[src/board_ctrl_pkg.sv]
package board_ctrl_pkg;

  // ====================
  // board widths
  // ====================
  localparam int key_count       = 2;   // push keys, active low
  localparam int switch_count    = 4;   // slide switches
  localparam int stm_event_width = 28;  // trace event word into the hps

  // ====================
  // timing defaults
  // ====================
  // debounce window, 1 ms at 50 MHz
  localparam int debounce_timeout_default = 50000;
  localparam int debounce_count_width     = 16;  // holds timeout - 1

  // led toggles twice a second at 50 MHz
  localparam int heartbeat_half_period_default = 25000000;
  localparam int heartbeat_count_width         = 26;

  // reset request pulse lengths, in fpga_clk_50 cycles
  localparam int cold_pulse_cycles  = 6;
  localparam int warm_pulse_cycles  = 2;
  localparam int debug_pulse_cycles = 32;
  localparam int pulse_count_width  = 6;   // covers debug - 1

  // ====================
  // enums
  // ====================
  // bit positions inside the reset_req vector
  typedef enum logic [1:0] {
    cold  = 2'd0,
    warm  = 2'd1,
    debug = 2'd2
  } reset_req_e;

  // pulser fsm
  typedef enum logic {
    pulse_idle   = 1'b0,  // output high, watching for an edge
    pulse_active = 1'b1   // output low, counting down
  } pulse_state_e;

endpackage
[src/board_ctrl_top.sv]
module board_ctrl_top #(
  parameter int debounce_timeout      = board_ctrl_pkg::debounce_timeout_default,
  parameter int heartbeat_half_period = board_ctrl_pkg::heartbeat_half_period_default
) (
  input  logic                                       fpga_clk_50,
  input  logic                                       hps_fpga_reset_n,

  // board inputs
  input  logic [board_ctrl_pkg::key_count-1:0]       key,        // active low
  input  logic [board_ctrl_pkg::switch_count-1:0]    sw,
  input  logic [2:0]                                 reset_req,  // by reset_req_e

  // cleaned keys and led
  output logic [board_ctrl_pkg::key_count-1:0]       key_debounced,
  output logic                                       heartbeat_led,

  // reset requests towards the hps, active low
  output logic                                       cold_reset_req_n,
  output logic                                       warm_reset_req_n,
  output logic                                       debug_reset_req_n,

  // trace events
  output logic [board_ctrl_pkg::stm_event_width-1:0] stm_hw_events
);

  // ====================
  // key cleanup
  // ====================
  key_debounce #(
    .width   (board_ctrl_pkg::key_count),
    .timeout (debounce_timeout)
  ) u_key_debounce (
    .fpga_clk_50      (fpga_clk_50),
    .hps_fpga_reset_n (hps_fpga_reset_n),
    .key_raw          (key),
    .key_clean        (key_debounced)
  );

  // ====================
  // reset request pulses
  // ====================
  reset_req_pulser #(
    .pulse_cycles (board_ctrl_pkg::cold_pulse_cycles)
  ) u_cold_pulser (
    .fpga_clk_50      (fpga_clk_50),
    .hps_fpga_reset_n (hps_fpga_reset_n),
    .req              (reset_req[board_ctrl_pkg::cold]),
    .reset_req_n      (cold_reset_req_n)
  );

  // short one, 2 cycles
  reset_req_pulser #(
    .pulse_cycles (board_ctrl_pkg::warm_pulse_cycles)
  ) u_warm_pulser (
    .fpga_clk_50      (fpga_clk_50),
    .hps_fpga_reset_n (hps_fpga_reset_n),
    .req              (reset_req[board_ctrl_pkg::warm]),
    .reset_req_n      (warm_reset_req_n)
  );

  // longest pulse, sets pulse_count_width
  reset_req_pulser #(
    .pulse_cycles (board_ctrl_pkg::debug_pulse_cycles)
  ) u_debug_pulser (
    .fpga_clk_50      (fpga_clk_50),
    .hps_fpga_reset_n (hps_fpga_reset_n),
    .req              (reset_req[board_ctrl_pkg::debug]),
    .reset_req_n      (debug_reset_req_n)
  );

  // ====================
  // heartbeat
  // ====================
  heartbeat_blinker #(
    .half_period (heartbeat_half_period)
  ) u_heartbeat_blinker (
    .fpga_clk_50      (fpga_clk_50),
    .hps_fpga_reset_n (hps_fpga_reset_n),
    .led              (heartbeat_led)
  );

  // trace word, lsb first
  //   [1:0]   debounced keys
  //   [8:2]   old led port slot, tied low
  //   [12:9]  switches
  //   [27:13] spare
  assign stm_hw_events = {
    {15{1'b0}},
    sw,
    {7{1'b0}},
    key_debounced
  };

endmodule

[src/heartbeat_blinker.sv]
module heartbeat_blinker #(
  parameter int half_period = board_ctrl_pkg::heartbeat_half_period_default
) (
  input  logic fpga_clk_50,
  input  logic hps_fpga_reset_n,
  output logic led
);

  localparam int cw = board_ctrl_pkg::heartbeat_count_width;

  // wrap point of the free running counter
  localparam logic [cw-1:0] terminal = cw'(half_period - 1);

  logic [cw-1:0] tick_cnt;

  always_ff @(posedge fpga_clk_50 or negedge hps_fpga_reset_n)
  begin
    if (!hps_fpga_reset_n)
    begin
      tick_cnt <= '0;
      led      <= 1'b0;  // dark out of reset
    end
    else if (tick_cnt == terminal)
    begin
      tick_cnt <= '0;
      led      <= ~led;  // one half period done
    end
    else
    begin
      tick_cnt <= tick_cnt + cw'(1);
    end
  end

  // counter stays inside its period
  cnt_in_range: assert property (
    @(posedge fpga_clk_50) disable iff (!hps_fpga_reset_n)
    tick_cnt <= terminal
  );

endmodule

[src/reset_req_pulser.sv]
module reset_req_pulser #(
  parameter int pulse_cycles = board_ctrl_pkg::cold_pulse_cycles
) (
  input  logic fpga_clk_50,
  input  logic hps_fpga_reset_n,
  input  logic req,          // raw request, active high
  output logic reset_req_n   // stretched pulse, active low
);

  localparam int cw = board_ctrl_pkg::pulse_count_width;

  // counter runs from pulse_cycles - 1 down to zero
  localparam logic [cw-1:0] load_value = cw'(pulse_cycles - 1);

  logic                        req_q;     // input register
  logic                        req_prev;  // previous sample of req_q
  logic                        req_rise;
  board_ctrl_pkg::pulse_state_e state;
  logic [cw-1:0]               remain;

  // ====================
  // input sampling
  // ====================
  always_ff @(posedge fpga_clk_50 or negedge hps_fpga_reset_n)
  begin
    if (!hps_fpga_reset_n)
    begin
      req_q    <= 1'b0;
      req_prev <= 1'b0;
    end
    else
    begin
      req_q    <= req;
      req_prev <= req_q;
    end
  end

  assign req_rise = req_q & ~req_prev;  // 0 -> 1 between samples

  // ====================
  // pulse fsm
  // ====================
  always_ff @(posedge fpga_clk_50 or negedge hps_fpga_reset_n)
  begin
    if (!hps_fpga_reset_n)
    begin
      state  <= board_ctrl_pkg::pulse_idle;
      remain <= '0;
    end
    else
    begin
      unique case (state)
        board_ctrl_pkg::pulse_idle:
        begin
          if (req_rise)
          begin
            state  <= board_ctrl_pkg::pulse_active;
            remain <= load_value;
          end
        end
        board_ctrl_pkg::pulse_active:
        begin
          // edges here are dropped, nothing queued
          if (remain == '0)
          begin
            state <= board_ctrl_pkg::pulse_idle;
          end
          else
          begin
            remain <= remain - cw'(1);
          end
        end
      endcase
    end
  end

  assign reset_req_n = (state != board_ctrl_pkg::pulse_active);  // low while active

  // ====================
  // checks
  // ====================
  // busy requests must not stretch the pulse
  pulse_max_length: assert property (
    @(posedge fpga_clk_50) disable iff (!hps_fpga_reset_n)
    (!reset_req_n) [*pulse_cycles] |=> reset_req_n
  );

endmodule

[src/key_debounce.sv]
module key_debounce #(
  parameter int width   = board_ctrl_pkg::key_count,
  parameter int timeout = board_ctrl_pkg::debounce_timeout_default
) (
  input  logic             fpga_clk_50,
  input  logic             hps_fpga_reset_n,
  input  logic [width-1:0] key_raw,    // straight from the pins
  output logic [width-1:0] key_clean   // settled level, still active low
);

  localparam int cw = board_ctrl_pkg::debounce_count_width;

  // last count before the flip
  localparam logic [cw-1:0] terminal = cw'(timeout - 1);

  // one stability counter per key
  logic [cw-1:0] stable_cnt [width];

  // ====================
  // stability counters
  // ====================
  always_ff @(posedge fpga_clk_50 or negedge hps_fpga_reset_n)
  begin
    if (!hps_fpga_reset_n)
    begin
      key_clean <= '1;  // released
      for (int i = 0; i < width; i++)
      begin
        stable_cnt[i] <= '0;
      end
    end
    else
    begin
      for (int i = 0; i < width; i++)
      begin
        if (key_raw[i] == key_clean[i])
        begin
          stable_cnt[i] <= '0;  // glitch over, start again
        end
        else if (stable_cnt[i] == terminal)
        begin
          // timeout unequal samples in a row, accept the new level
          key_clean[i]  <= key_raw[i];
          stable_cnt[i] <= '0;
        end
        else
        begin
          stable_cnt[i] <= stable_cnt[i] + cw'(1);
        end
      end
    end
  end

  // ====================
  // checks
  // ====================
  for (genvar g = 0; g < width; g++)
  begin : g_key_chk
    // a clean key only moves right after its counter ran out
    key_flip_after_timeout: assert property (
      @(posedge fpga_clk_50) disable iff (!hps_fpga_reset_n)
      $changed(key_clean[g]) |-> ($past(stable_cnt[g]) == terminal)
    );
  end

endmodule

[config.mk]
export PLATFORM = sky130hd
export DESIGN_NAME = board_ctrl_top
export DESIGN_NICKNAME = d
export VERILOG_FILES = /design/src/board_ctrl_pkg.sv /design/src/board_ctrl_top.sv /design/src/heartbeat_blinker.sv /design/src/reset_req_pulser.sv /design/src/key_debounce.sv
export SDC_FILE = /design/constraint.sdc
export NUM_CORES = 1
export LEC_CHECK = 0
export CAP_MARGIN = 0
export CORE_MARGIN = 4
export CORE_UTILIZATION = 40
export CTS_CLUSTER_SIZE = 30
export DETAILED_ROUTE_END_ITERATION = 10
export DONT_BUFFER_PORTS = 1
export PLACE_DENSITY = 0.52
export RECOVER_POWER = 50
export SLEW_MARGIN = 10
export SYNTH_ARGS = -nofsm -noshare
export SYNTH_HDL_FRONTEND = slang
export SYNTH_HIERARCHICAL = 1
export SYNTH_SLANG_ARGS = --single-unit
[constraint.sdc]
create_clock -name fpga_clk_50 -period 2.1 [get_ports fpga_clk_50]
set_input_delay 0 -clock fpga_clk_50 [delete_from_list [all_inputs] [get_ports fpga_clk_50]]
set_output_delay 0 -clock fpga_clk_50 [all_outputs]
set_load 0.02 [all_outputs]
==> key figures <==
Yosys
  – Yosys warns: 6
  – Synth Area per Inst: 10.14 sq um
  – Area leader, netlist: dfrtp_1
  – Synth Area in Adders: 2.424%
  – Count leader, synth: dfrtp_1
  – Sequential-to-total area share from yosys stat: 47.45%
  – Yosys reg bits: 88
  – Mapped Cells: 458
  – Post-synth EDFFs: 0
  – Post-synth top flop: dfrtp_1
  – Post-synthesis xor/xnor area fraction: 9.049%
  – Simple-Gate Fraction of Synth Area: 25.64%
  – Synth area leaders: dfrtp_1 (46%), xnor2_1 (6.4%), buf_4 (4.5%), nor2_1 (4.2%), nand3_1 (2.9%)
  – Library cells used by synthesis: 60
  – Commonest cells post-synth: dfrtp_1 (86), nor2_1 (52), xnor2_1 (34), buf_4 (28), nand3_1 (27)
  – Async SR Flop Fraction: 100.0%
  – Synth top area share: 46.32%
  – Largest family of logic cells by synthesized area: simple AND/OR/NAND/NOR gates
  – Post-synthesis mux area share: 0.7002%
  – Post-synthesis compound-gate area fraction: 7.353%
  – Cell area after synthesis: 4646 sq um

Global routing
  – First-pass GRT wire length: 14.46 mm
  – Pin count of the biggest net entering global routing: 89
  – Initial antenna violation count: 0
  – Number of global-route vias before repair: 3102
  – GR Overflow Total: 0
  – Tot GR Track Use: 13.33%

Finish
  – Nets: 491
  – Share of cells above drive strength 1: 10.29%
  – Fillers: 1101
  – Area taken by multi-input logic gates: 2181 sq um
  – Fin util: 44.55%
  – Area Growth Syn to Fin: 9.022%
  – # diodes: 0
  – FF/Latch Area: 2205 sq um

Clock tree
  – Sink Count: 88
  – CTS root buffer: clkbuf_16
  – CTS tree: done
  – Num CTS Buffers: 9
  – Worst-skew pair later-pin latency: 0.33 ns
  – Clock Tree Buf Depth: 2
  – H-tree depth: 3
  – Clock transition at path regs: 0.06 ns
  – Post_cts resized: 0

Placed design
  – PortBufs: 0
  – HPWL after DPL: 5.597 mm
  – Gp weighted congestion: 0.7606

Die
  – # IOs: 45
  – Die width: 115.8 microns
  – Die Ht: 115.8 microns
  – Rows: 39
  – Core box area: 11370 sq um
  – Initial Utilization: 40.86%
  – Die area: 13400 sq um

Critical path
  – Reg2reg path depth: 4
  – CP arrival: 2.15 ns
  – CP max stage delay: 0.53 ns
  – Critical path startpoint category: register
  – CP Capture Type: register
  – Crit-path max FO: 12
  – CP max stage cell: or4_1
  – Data required time of the worst path: 2.36 ns
  – Critical-path cell list: nand4_4 -> or3_4 -> or4_1 -> a21oi_1
  – WS Path Type: reg -> reg

Timing
  – Max_slew headroom: 19.47%
  – Total Neg Setup Slack: 0 ns
  – Fin. Hold Viols: 0
  – Final Cycle Share: 90.09%
  – Post-layout minimum cycle time: 1.892 ns
  – Fmax: 0.5286 GHz
  – RSZ-0062 raised after global routing: no
  – Tightest Pin Transition: 1.208 ns
  – Clk_skew: 0.005554 ns
  – Final Max Tran Viols: 0
  – Final Setup Violations: 0

Worst hold path
  – Worst Hold Class: in -> out
  – Hold Crit Depth: 0

Routing
  – Via count: 3215
  – DR DRC count: 0
  – Routed Antenna Nets: 0
  – DR WL/cell: 13.19 microns
  – Vias per cell: 5.194
  – Drt pass-1 iters: 4
  – Initial DRC count: 158
  – DRT Wirelength: 8.162 mm

Pwr
  – Leak Pwr: 2.117 nW
  – Design Power: 0.004657 W
  – PwrDens: 919.4 nW/um^2
  – Worst vdd ir: 673.9 uV

Outcome
  – Status: complete, no violations

Flow run
  – MaxCap Viol Count: 0
-- layout by cell type (no fill, tap or decap), types with 5 or more instances in the layout --
cell | netlist | routed
a21oi_1 | 8 | 8
buf_4 | 28 | 8
clkbuf_16 | 0 | 9
conb_1 | 1 | 22
dfrtp_1 | 86 | 86
dlygate4sd3_1 | 0 | 6
ha_1 | 9 | 9
inv_1 | 22 | 22
nand2_1 | 25 | 25
nand3_1 | 27 | 27
nand4_1 | 17 | 17
nor2_1 | 52 | 52
nor2b_1 | 7 | 7
nor3_1 | 15 | 15
nor4_1 | 17 | 17
o21ai_0 | 8 | 8
o31ai_1 | 8 | 8
or3_1 | 5 | 5
xnor2_1 | 34 | 34
xor2_1 | 14 | 14
-- routing by layer --
layer  global-route usage [%]  vias up  wire (microns)
met5                        0        -               0
met4                    6.806        0             169
met3                    2.768       12             239
met2                    20.94       39            3808
met1                    17.45     1566            3944
li1                         -     1598               -
-- critical path: cells and delay by family, from the launching register on --
family | cells | cell delay, ns
flops | 1 | 0.46
compound gates | 1 | 0.16
simple gates | 3 | 1.21
-- what timing repair did --
| item | in CTS | in global routing |
|---|---|---|
| setup buffers | 0 | 0 |
| hold buffers | 7 | 0 |
| hold endpoints to repair | 94 | 0 |
-- cell type report --
class / count / share of cell area, %
Clock buffer: 11 / 4.595
Clock inverter: 5 / 1.136
Inverter: 22 / 1.630
Multi-Input combinational cell: 335 / 43.06
Sequential cell: 88 / 43.53
Tap cell: 143 / 3.533
Timing Repair Buffer: 15 / 2.520
-- worst paths after layout --
check / from / slack (ns) / to
max in group asynchronous: hps_fpga_reset_n / 0.86 / u_heartbeat_blinker/tick_cnt[20]
min reg2reg: u_debug_pulser/req_q / 0.37 / u_debug_pulser/req_prev
max: u_heartbeat_blinker/tick_cnt[3] / 0.21 / u_heartbeat_blinker/tick_cnt[21]
max reg2reg: u_heartbeat_blinker/tick_cnt[3] / 0.21 / u_heartbeat_blinker/tick_cnt[21]
min in group asynchronous: hps_fpga_reset_n / 0.46 / u_debug_pulser/remain[5]
min: sw[0] / 0.000008 / stm_hw_events[9]
-- where the power goes --
part           internal (W)  leakage, nW  switching, W  total, W
combinational      0.000413        0.837      0.000540  0.000953
sequential          0.00190         1.15      0.000238   0.00213
clock              0.000920        0.132      0.000650   0.00157
total               0.00323         2.12       0.00143   0.00466
-- through the flow --
step / worst slack (ns) / hold slack (ns) / instances / area (sq um)
after floorplan: 0.1683 / -0.2956 / 479 / 4725
after global placement: 0.2845 / -0.2936 / 596 / 4707
after detailed placement: 0.2391 / -0.2936 / 596 / 4707
after CTS: 0.1955 / 0.0001487 / 619 / 5085
after global routing: 0.09791 / 0.00005137 / 619 / 5065
final: 0.2082 / 0.000007756 / 619 / 5065
-- cells by family after synthesis --
group	Yosys count
adder cells (fa/ha/maj)	9
XOR/XNOR	48
other	1
AND/OR/NAND/NOR	209
buffers and inverters	56
multiplexers	3
AO/OA/AOI/OAI	44
flip-flops	88
-- flip-flops by register name, summed over array words and instances (netlist names), 2 cells and up --
signal and cells:
u_cold_pulser/remain 6, u_warm_pulser/remain 6, u_key_debounce/key_clean 2, u_heartbeat_blinker/tick_cnt 26, u_debug_pulser/remain 6, u_key_debounce/stable_cnt 32
Power figures use the tool's default switching activity.
